## config.mk

```make
export PLATFORM = sky130hd
export DESIGN_NAME = tetris_top
export DESIGN_NICKNAME = d
export VERILOG_FILES = /design/src/rtl/tetris_game_pkg.sv /design/src/rtl/tetris_shape_pkg.sv /design/src/rtl/board_store.sv /design/src/rtl/drop_timer.sv /design/src/rtl/game_fsm.sv /design/src/rtl/piece_ctrl.sv /design/src/rtl/tetris_top.sv
export SDC_FILE = /design/constraint.sdc
export NUM_CORES = 2
export LEC_CHECK = 0
export BUFFER_PORTS_ARGS = -buffer_cell sky130_fd_sc_hd__buf_2
export CAP_MARGIN = 20
export CORE_UTILIZATION = 30
export DETAILED_ROUTE_END_ITERATION = 6
export PLACE_DENSITY = 0.42
export SYNTH_ARGS = -nofsm -noshare
export SYNTH_HDL_FRONTEND = slang
export SYNTH_HIERARCHICAL = 1
export SYNTH_SLANG_ARGS = --single-unit
```

## constraint.sdc

```tcl
create_clock -name clk -period 11.61 [get_ports clk]
set_clock_uncertainty 0.2 [all_clocks]
set_input_delay 0 -clock clk [delete_from_list [all_inputs] [get_ports clk]]
set_output_delay 0 -clock clk [all_outputs]
set_load 0.005 [all_outputs]
```

## src/rtl/tetris_game_pkg.sv

```systemverilog
`default_nettype none

package tetris_game_pkg;

	// ==============================
	// board geometry
	// ==============================
	localparam int BOARD_W     = 10;
	localparam int BOARD_ROWS  = 24;
	localparam int HIDDEN_ROWS = 4;  // rows 0..3 sit above the visible field

	typedef logic [BOARD_W-1:0] board_row_t;  // bit c is column c
	typedef logic [4:0]         row_idx_t;
	typedef logic [3:0]         col_t;

	localparam row_idx_t LAST_ROW = row_idx_t'(BOARD_ROWS - 1);  // bottom row

	// ==============================
	// game control
	// ==============================
	typedef enum logic [2:0] {
		IDLE,
		NEW_PIECE,
		FALL,
		PLACE,
		CLEAR,
		OVER
	} game_state_t;

	typedef enum logic [1:0] {
		READY,
		PLAYING,
		ENDED
	} game_phase_t;

	// key opcodes, sampled with key_valid
	typedef enum logic [2:0] {
		CMD_START,
		CMD_LEFT,
		CMD_RIGHT,
		CMD_ROT_CW,
		CMD_ROT_CCW
	} key_cmd_t;

	// drop period in clk cycles, slowest first
	localparam int SPEED_LEVELS = 4;
	localparam int DROP_PERIOD [SPEED_LEVELS] = '{64, 48, 32, 24};

endpackage

`default_nettype wire

```

## src/rtl/tetris_shape_pkg.sv

```systemverilog
`default_nettype none

package tetris_shape_pkg;

	typedef enum logic [2:0] {
		O = 3'd0,
		I = 3'd1,
		S = 3'd2,
		Z = 3'd3,
		L = 3'd4,
		J = 3'd5,
		T = 3'd6
	} shape_t;

	typedef logic [1:0]  rot_t;
	typedef logic [15:0] piece_mask_t;  // bit 4*r+c -> row r, col c

	// spawn pose and lfsr start value
	localparam logic [3:0] SPAWN_X   = 4'd4;
	localparam logic [4:0] SPAWN_Y   = 5'd0;
	localparam logic [2:0] LFSR_SEED = 3'd3;  // first step gives T

	// ==============================
	// shape table, low nibble is the top row
	// ==============================
	function automatic piece_mask_t shape_mask(input shape_t s, input rot_t r);
		piece_mask_t m;
		case (s)
			O: m = 16'h0033;
			I: m = r[0] ? 16'h1111 : 16'h000f;  // two poses only
			S: m = r[0] ? 16'h0231 : 16'h0036;
			Z: m = r[0] ? 16'h0132 : 16'h0063;
			L: begin
				case (r)
					2'd0: m = 16'h0074;
					2'd1: m = 16'h0223;
					2'd2: m = 16'h0017;
					default: m = 16'h0311;
				endcase
			end
			J: begin
				case (r)
					2'd0: m = 16'h0071;
					2'd1: m = 16'h0322;
					2'd2: m = 16'h0047;
					default: m = 16'h0113;
				endcase
			end
			T: begin
				case (r)
					2'd0: m = 16'h0027;
					2'd1: m = 16'h0131;
					2'd2: m = 16'h0072;
					default: m = 16'h0232;
				endcase
			end
			default: m = 16'h0033;
		endcase
		return m;
	endfunction

endpackage

`default_nettype wire

```

## src/rtl/board_store.sv

```systemverilog
`timescale 1ns/1ps
`default_nettype none

module board_store (
	input  wire                            clk,
	input  wire                            rst,
	input  wire                            spawn,
	input  wire                            place,
	input  wire                            clear_start,
	input  tetris_game_pkg::col_t          piece_x,
	input  tetris_game_pkg::row_idx_t      piece_y,
	input  tetris_shape_pkg::piece_mask_t  piece_mask,
	input  tetris_game_pkg::row_idx_t      row_sel,
	output tetris_game_pkg::board_row_t [tetris_game_pkg::BOARD_ROWS-1:0] board_cells,
	output tetris_game_pkg::board_row_t    row_bits,
	output logic                           clear_done,
	output logic                           overflow,
	output logic [7:0]                     score
);
	import tetris_game_pkg::*;

	board_row_t [BOARD_ROWS-1:0] board;
	row_idx_t rd_ptr;  // row being scanned
	row_idx_t wr_ptr;  // next slot for a kept row
	logic     scan_on;
	logic     scan_act;
	logic     row_full;
	int       wr_after;

	assign scan_act   = clear_start || scan_on;
	assign row_full   = &board[rd_ptr];
	assign clear_done = scan_act && (rd_ptr == 5'd0);
	assign wr_after   = int'(wr_ptr) - (row_full ? 0 : 1);  // lowest kept slot minus one

	assign board_cells = board;
	assign overflow    = |board[HIDDEN_ROWS-1:0];
	assign row_bits    = (row_sel < BOARD_ROWS) ? board[row_sel] : '0;

	always_ff @(posedge clk or negedge rst) begin
		if (!rst) begin
			board   <= '0;
			rd_ptr  <= LAST_ROW;
			wr_ptr  <= LAST_ROW;
			scan_on <= 1'b0;
			score   <= 8'd0;
		end else begin
			if (spawn) begin
				rd_ptr <= LAST_ROW;
				wr_ptr <= LAST_ROW;
			end

			// ==============================
			// lock the piece into the board
			// ==============================
			if (place) begin
				for (int r = 0; r < 4; r++) begin
					for (int c = 0; c < 4; c++) begin
						if (piece_mask[4*r+c] && int'(piece_y) + r < BOARD_ROWS &&
								int'(piece_x) + c < BOARD_W) begin
							board[int'(piece_y) + r][int'(piece_x) + c] <= 1'b1;
						end
					end
				end
			end

			// ==============================
			// row clear, bottom to top
			// ==============================
			if (scan_act) begin
				if (!row_full) begin
					board[wr_ptr] <= board[rd_ptr];  // compact in place
					wr_ptr <= wr_ptr - 5'd1;
				end else begin
					score <= score + 8'd1;  // wraps
				end
				if (clear_done) begin
					scan_on <= 1'b0;
					for (int r = 0; r < BOARD_ROWS; r++) begin
						if (r <= wr_after)
							board[r] <= '0;  // vacated rows on top
					end
				end else begin
					scan_on <= 1'b1;
					rd_ptr  <= rd_ptr - 5'd1;
				end
			end
		end
	end

	a_wr_not_below_rd: assert property (@(posedge clk) disable iff (!rst)
		wr_ptr >= rd_ptr);

endmodule

`default_nettype wire

```

## src/rtl/drop_timer.sv

```systemverilog
`timescale 1ns/1ps
`default_nettype none

module drop_timer (
	input  wire        clk,
	input  wire        rst,
	input  wire        speed_up,
	input  wire        speed_down,
	input  wire        fall_en,
	output logic       drop_tick,
	output logic [1:0] speed_level
);
	import tetris_game_pkg::*;

	localparam logic [1:0] TOP_LEVEL = 2'(SPEED_LEVELS - 1);

	logic [6:0] cnt;
	logic [6:0] reload;

	assign reload    = 7'(DROP_PERIOD[speed_level] - 1);
	assign drop_tick = (cnt == 7'd0);  // counter is held at reload outside fall

	// speed level saturates at both ends
	always_ff @(posedge clk or negedge rst) begin
		if (!rst) begin
			speed_level <= 2'd0;
		end else if (speed_up && !speed_down && speed_level != TOP_LEVEL) begin
			speed_level <= speed_level + 2'd1;
		end else if (speed_down && !speed_up && speed_level != 2'd0) begin
			speed_level <= speed_level - 2'd1;
		end
	end

	// down-counter held at reload while not falling
	always_ff @(posedge clk or negedge rst) begin
		if (!rst) begin
			cnt <= 7'(DROP_PERIOD[0] - 1);
		end else if (!fall_en || drop_tick) begin
			cnt <= reload;  // new level takes effect here
		end else begin
			cnt <= cnt - 7'd1;
		end
	end

	a_tick_in_fall: assert property (@(posedge clk) disable iff (!rst)
		drop_tick |-> fall_en);

endmodule

`default_nettype wire

```

## src/rtl/game_fsm.sv

```systemverilog
`timescale 1ns/1ps
`default_nettype none

module game_fsm (
	input  wire                        clk,
	input  wire                        rst,
	input  wire                        key_valid,
	input  tetris_game_pkg::key_cmd_t  key_cmd,
	input  wire                        landed,
	input  wire                        clear_done,
	input  wire                        overflow,
	output logic                       spawn,
	output logic                       fall_en,
	output logic                       place,
	output logic                       clear_start,
	output tetris_game_pkg::game_phase_t game_phase
);
	import tetris_game_pkg::*;

	game_state_t state;
	game_state_t state_next;

	always_comb begin
		state_next = state;
		case (state)
			IDLE:      if (key_valid && key_cmd == CMD_START) state_next = NEW_PIECE;
			NEW_PIECE: state_next = FALL;
			FALL:      if (landed) state_next = PLACE;
			PLACE:     state_next = CLEAR;
			CLEAR:     if (clear_done) state_next = overflow ? OVER : NEW_PIECE;
			OVER:      state_next = OVER;  // left only through reset
			default:   state_next = IDLE;
		endcase
	end

	always_ff @(posedge clk or negedge rst) begin
		if (!rst) begin
			state       <= IDLE;
			clear_start <= 1'b0;
		end else begin
			state       <= state_next;
			clear_start <= (state == PLACE);  // first cycle of CLEAR
		end
	end

	// control decode
	assign spawn   = (state == NEW_PIECE);
	assign fall_en = (state == FALL);
	assign place   = (state == PLACE);

	always_comb begin
		case (state)
			IDLE:    game_phase = READY;
			OVER:    game_phase = ENDED;
			default: game_phase = PLAYING;
		endcase
	end

	a_state_legal: assert property (@(posedge clk) disable iff (!rst)
		state inside {IDLE, NEW_PIECE, FALL, PLACE, CLEAR, OVER});

endmodule

`default_nettype wire

```

## src/rtl/piece_ctrl.sv

```systemverilog
`timescale 1ns/1ps
`default_nettype none

module piece_ctrl (
	input  wire                          clk,
	input  wire                          rst,
	input  wire                          spawn,
	input  wire                          fall_en,
	input  wire                          drop_tick,
	input  wire                          key_valid,
	input  tetris_game_pkg::key_cmd_t    key_cmd,
	input  tetris_game_pkg::board_row_t [tetris_game_pkg::BOARD_ROWS-1:0] board_cells,
	output logic                         landed,
	output tetris_game_pkg::col_t        piece_x,
	output tetris_game_pkg::row_idx_t    piece_y,
	output tetris_shape_pkg::shape_t     piece_shape,
	output tetris_shape_pkg::rot_t       piece_rot,
	output tetris_shape_pkg::piece_mask_t piece_mask
);
	import tetris_game_pkg::*;
	import tetris_shape_pkg::*;

	// true if any mask cell is off the board or on a filled cell
	function automatic logic collides(input int x, input int y, input piece_mask_t m,
			input board_row_t [BOARD_ROWS-1:0] cells);
		logic hit;
		int cx;
		int cy;
		hit = 1'b0;
		for (int r = 0; r < 4; r++) begin
			for (int c = 0; c < 4; c++) begin
				cx = x + c;
				cy = y + r;
				if (m[4*r+c]) begin
					if (cx < 0 || cx >= BOARD_W || cy < 0 || cy >= BOARD_ROWS) begin
						hit = 1'b1;
					end else if (cells[cy][cx]) begin
						hit = 1'b1;
					end
				end
			end
		end
		return hit;
	endfunction

	logic [2:0] lfsr;
	logic [2:0] lfsr_next;
	rot_t       rot_up;
	rot_t       rot_dn;
	logic       down_hit;

	assign lfsr_next   = {lfsr[1], lfsr[2] ^ lfsr[0], lfsr[1] ^ lfsr[0]};
	assign piece_shape = (lfsr == 3'd7) ? O : shape_t'(lfsr);  // 7 folds onto O
	assign piece_mask  = shape_mask(piece_shape, piece_rot);
	assign rot_up      = piece_rot + 2'd1;
	assign rot_dn      = piece_rot - 2'd1;

	assign down_hit = collides(int'(piece_x), int'(piece_y) + 1, piece_mask, board_cells);
	assign landed   = fall_en && drop_tick && down_hit;

	always_ff @(posedge clk or negedge rst) begin
		if (!rst) begin
			lfsr      <= LFSR_SEED;
			piece_x   <= SPAWN_X;
			piece_y   <= SPAWN_Y;
			piece_rot <= 2'd0;
		end else if (spawn) begin
			lfsr      <= lfsr_next;
			piece_x   <= SPAWN_X;
			piece_y   <= SPAWN_Y;
			piece_rot <= 2'd0;
		end else if (fall_en && drop_tick) begin
			// a drop wins over a key in the same cycle
			if (!down_hit) begin
				piece_y <= piece_y + 5'd1;
			end
		end else if (fall_en && key_valid) begin
			case (key_cmd)
				CMD_LEFT: begin
					if (!collides(int'(piece_x) - 1, int'(piece_y), piece_mask, board_cells))
						piece_x <= piece_x - 4'd1;
				end
				CMD_RIGHT: begin
					if (!collides(int'(piece_x) + 1, int'(piece_y), piece_mask, board_cells))
						piece_x <= piece_x + 4'd1;
				end
				CMD_ROT_CW: begin
					if (!collides(int'(piece_x), int'(piece_y),
							shape_mask(piece_shape, rot_up), board_cells))
						piece_rot <= rot_up;
				end
				CMD_ROT_CCW: begin
					if (!collides(int'(piece_x), int'(piece_y),
							shape_mask(piece_shape, rot_dn), board_cells))
						piece_rot <= rot_dn;
				end
				default: ;  // start has no effect here
			endcase
		end
	end

	// pose stays on the board, checked against an empty field
	a_pose_in_board: assert property (@(posedge clk) disable iff (!rst)
		!collides(int'(piece_x), int'(piece_y), piece_mask, '0));

endmodule

`default_nettype wire

```

## src/rtl/tetris_top.sv

```systemverilog
`timescale 1ns/1ps
`default_nettype none

module tetris_top (
	input  wire                          clk,
	input  wire                          rst,
	input  wire                          key_valid,
	input  tetris_game_pkg::key_cmd_t    key_cmd,
	input  wire                          speed_up,
	input  wire                          speed_down,
	input  tetris_game_pkg::row_idx_t    row_sel,
	output tetris_game_pkg::board_row_t  row_bits,
	output tetris_game_pkg::col_t        piece_x,
	output tetris_game_pkg::row_idx_t    piece_y,
	output tetris_shape_pkg::shape_t     piece_shape,
	output tetris_shape_pkg::rot_t       piece_rot,
	output logic [7:0]                   score,
	output logic [1:0]                   speed_level,
	output tetris_game_pkg::game_phase_t game_phase
);
	import tetris_game_pkg::*;
	import tetris_shape_pkg::*;

	// fsm strobes
	logic spawn;
	logic fall_en;
	logic place;
	logic clear_start;
	// datapath status
	logic drop_tick;
	logic landed;
	logic clear_done;
	logic overflow;
	piece_mask_t piece_mask;
	board_row_t [BOARD_ROWS-1:0] board_cells;

	game_fsm u_fsm (
		.clk(clk), .rst(rst),
		.key_valid(key_valid), .key_cmd(key_cmd),
		.landed(landed), .clear_done(clear_done), .overflow(overflow),
		.spawn(spawn), .fall_en(fall_en), .place(place), .clear_start(clear_start),
		.game_phase(game_phase)
	);

	drop_timer u_timer (
		.clk(clk), .rst(rst),
		.speed_up(speed_up), .speed_down(speed_down), .fall_en(fall_en),
		.drop_tick(drop_tick), .speed_level(speed_level)
	);

	piece_ctrl u_piece (
		.clk(clk), .rst(rst),
		.spawn(spawn), .fall_en(fall_en), .drop_tick(drop_tick),
		.key_valid(key_valid), .key_cmd(key_cmd), .board_cells(board_cells),
		.landed(landed), .piece_x(piece_x), .piece_y(piece_y),
		.piece_shape(piece_shape), .piece_rot(piece_rot), .piece_mask(piece_mask)
	);

	board_store u_board (
		.clk(clk), .rst(rst),
		.spawn(spawn), .place(place), .clear_start(clear_start),
		.piece_x(piece_x), .piece_y(piece_y), .piece_mask(piece_mask),
		.row_sel(row_sel), .board_cells(board_cells), .row_bits(row_bits),
		.clear_done(clear_done), .overflow(overflow), .score(score)
	);

endmodule

`default_nettype wire

```

==> reports/results.txt <==
wire per inst: 44.1 um
Die ar.: 0.149 mm^2
# setup viols final: 0
timing-limited maximum frequency: 140 MHz
WL final: 305000 um
Die W: 386 um
relative slew slack: -0.992
largest net degree at the start of global routing: 158
drc violations: 18
CTS Buf Count: 41
count of non-filler cells in the finished layout: 6916
initial antenna violation count: 19
total placed cells including tap cells: 6808
GRT overflow: 0
Critical Path Start Type: flop
post-synth top area share: 0.178
critical path class: reg2reg
Clk network pwr share: 0.539
Hold WC Path Type: in2reg
Sw Ratio: 0.287
P_int: 1.93 mW
1st-iter DRT viols: 9394
Worst-Skew Late Latency: 0.69 ns
fin crit period: 7.15 ns
Top FF cell, synth: dfrtp_1
area delta synth->final: 10.3%
Final Hold Fails: 0
FFs w/ async S/R, synth: 1.00
Worst Path Arrival: 7.53 ns
Synth area leader: mux4_2
Port Buf Inserts: 48
fin crit share: 0.616
dpl hpwl: 215000 um
worst-margin pin slew: 2.95 ns
pwr/cell area: 55.7 mW/mm^2
core box area: 0.146 mm^2
clock transition at the registers of the reported paths: 0.08 ns
1st-pass router iterations: 7
Avg Cell Area, Syn: 8.71 um^2
ranking of synthesized cells by area: mux4_2, dfrtp_1, mux2i_1
EDFF count, synth: 0
CTS tree: yes
Via Count: 52.1k
Clock Path Buffers: 3
CTS sink count: 286
Yosys warning total: 6
Net Sw Power: 778 uW
Total Routing Usage GR: 0.398
MaxCap Viol Count: 0
library cells used by synthesis: 121
first-pass GRT wire length: 415000 um
gpl congestion: 1.02
synthesized instance count: 5070
I/O Pins: 49
Root Driver: clkbuf_16
peak supply drop: 0.120 mV
# fillers: 15.3k
violated checks: DRC, slew limit
initial core utilization: 0.303
status: finished with violations
register area share after synthesis: 0.163
number of global-route vias before repair: 48.3k
worst path required time: 11.98 ns
register bit total from synthesis: 286
Post-CTS Resized: 0
CP Max Fanout: 140
netlist area before placement: 0.0441 mm^2
DR vias/cell: 7.54
Flop pwr share: 0.379
die height: 386 um
Setup TNS: 0 ns
RSZ-0062 raised after global routing: no
fin. max-slew vios: 19
Leak: 16.7 nW
element type at the critical path end: flop
# rows: 140
post-CTS setup buffer count: 0
layout cells sized above 1: 0.207
Nets: 5032
post-route ant nets: 0
H-tree Lvls: 2
Logic pwr share: 0.082
-- stage by stage --
stage / util / area [um^2] / power [mW] / hold slack, ns / setup slack, ns
2_1_floorplan: - / 44200 / 1.16 / -0.496 / 4.64
5_1_grt: 0.333 / 48700 / 2.78 / 0.115 / 4.09
6_report: 0.334 / 48700 / 2.71 / 0.0177 / 4.46
3_3_place_gp: 0.321 / 46900 / 1.25 / -0.123 / 4.31
4_1_cts: 0.333 / 48600 / 2.71 / 0.0150 / 4.18
3_5_place_dp: 0.322 / 46900 / 1.25 / -0.140 / 4.23
-- logic make-up (layout without fill, tap and decap cells) --
| kind of cell | Yosys count | after routing | synth area share |
|---|---|---|---|
| other cells | 1 | 20 | 0.0000849 |
| mux | 854 | 854 | 0.296 |
| fa+ha+maj | 64 | 64 | 0.0183 |
| compound gates | 1655 | 1655 | 0.278 |
| simple gates | 1539 | 1539 | 0.166 |
| xor+xnor | 89 | 89 | 0.0197 |
| flops | 286 | 286 | 0.163 |
| buf+inv | 582 | 492 | 0.0599 |
-- routing by layer --
layer	up-vias	GRT usage	routed length, um
met5	-	0.00130	41
met4	6	0.278	26000
met3	1122	0.155	42600
met2	4620	0.556	123000
met1	26208	0.498	114000
li1	20169	-	-
-- layout make-up --
class,count,area [um^2],share of cell area
well taps,1917,2400,0.0493
multi-input cells,4207,34700,0.712
inverters,78,298,0.00612
clock buffers,58,1230,0.0253
clock inverters,15,265,0.00545
flip-flops and latches,286,7200,0.148
diodes,14,35.0,0.000719
repair buffers,341,2580,0.0529
-- flip-flops by register name, summed over array words and instances, names as in the netlist --
register	flops
u_board/board_cells	240
u_board/score	8
u_timer/cnt	7
u_board/rd_ptr	5
u_board/wr_ptr	5
u_piece/piece_y	5
u_piece/piece_x	4
u_fsm/state	3
u_piece/lfsr	3
u_piece/piece_rot	2
u_timer/speed_level	2
u_board/scan_on	1
u_fsm/clear_start	1
-- what timing repair did --
action                                 4_1_cts  5_1_grt
hold buffers                                14        0
setup endpoints to repair                    0        0
endpoints found under the hold margin       86        0
-- worst paths after layout --
kind | from | end | slack, ns | cells after the start
min reg2reg | u_timer/cnt[0] | u_timer/cnt[0] | 0.25 | 1
max reg2reg | u_piece/piece_y[1] | u_piece/piece_y[3] | 4.46 | 14
min in group asynchronous | rst | u_piece/piece_x[2] | 0.38 | 3
max | u_piece/piece_y[1] | u_piece/piece_y[3] | 4.46 | 14
max in group asynchronous | rst | u_board/board_cells[147] | 8.56 | 6
min | key_cmd[0] | u_piece/piece_x[3] | 0.02 | 7
-- critical path, stage by stage (launching register included) --
cell and delay [ns]:
dfrtp_4 0.62, inv_2 0.57, ha_4 0.41, buf_4 0.64
buf_12 0.57, mux2_2 0.43, mux4_2 0.52, a22o_1 0.30
mux4_2 0.50, o31a_1 0.27, o31a_1 0.26, a32oi_1 0.46
nand3_2 0.36, or4_1 0.55, a21oi_1 0.16
-- synth_stat cells (all sizes together), types with 31 or more instances --
master    n
ha       63
nor2b    41
nand3   134
nor4     40
o221ai  134
o22a    123
inv      71
xnor2    59
o21ai   164
nand4    34
nor2    505
a22oi    60
o211ai   44
o31a     43
clkbuf  305
nand2   374
mux4    349
buf     199
a32oi    31
and3     43
mux2    109
o22ai   279
nand2b   33
a221oi   83
and2     34
o31ai    56
a211oi  243
a21oi   138
nor3    174
dfrtp   269
mux2i   396
-- power groups by stage --
stage	Clock, mW	Sequential, mW	Combinational (mW)
floorplan	0	1.03	0.129
global placement	0	1.04	0.206
detailed placement	0	1.05	0.204
CTS	1.47	1.03	0.213
global route	1.51	1.03	0.236
finish	1.46	1.03	0.222
-- layout by cell type (no fill, tap or decap), types with 65 or more instances in the layout --
cell      netlist  final
a221oi_1       82     82
o22a_1        123    123
buf_4          43    270
inv_1          65     65
o22ai_1       279    279
mux2_2        108    108
mux2i_1       396    396
o221ai_1      133    132
nand2_1       373    373
nand3_1       133    133
a21oi_1       135    133
nor3_1        164    160
o21ai_0       156    156
a211oi_1      236    231
mux4_2        349    349
nor2_1        499    480
dfrtp_1       269    261
Note: power is estimated with default switching activity, not from simulation.
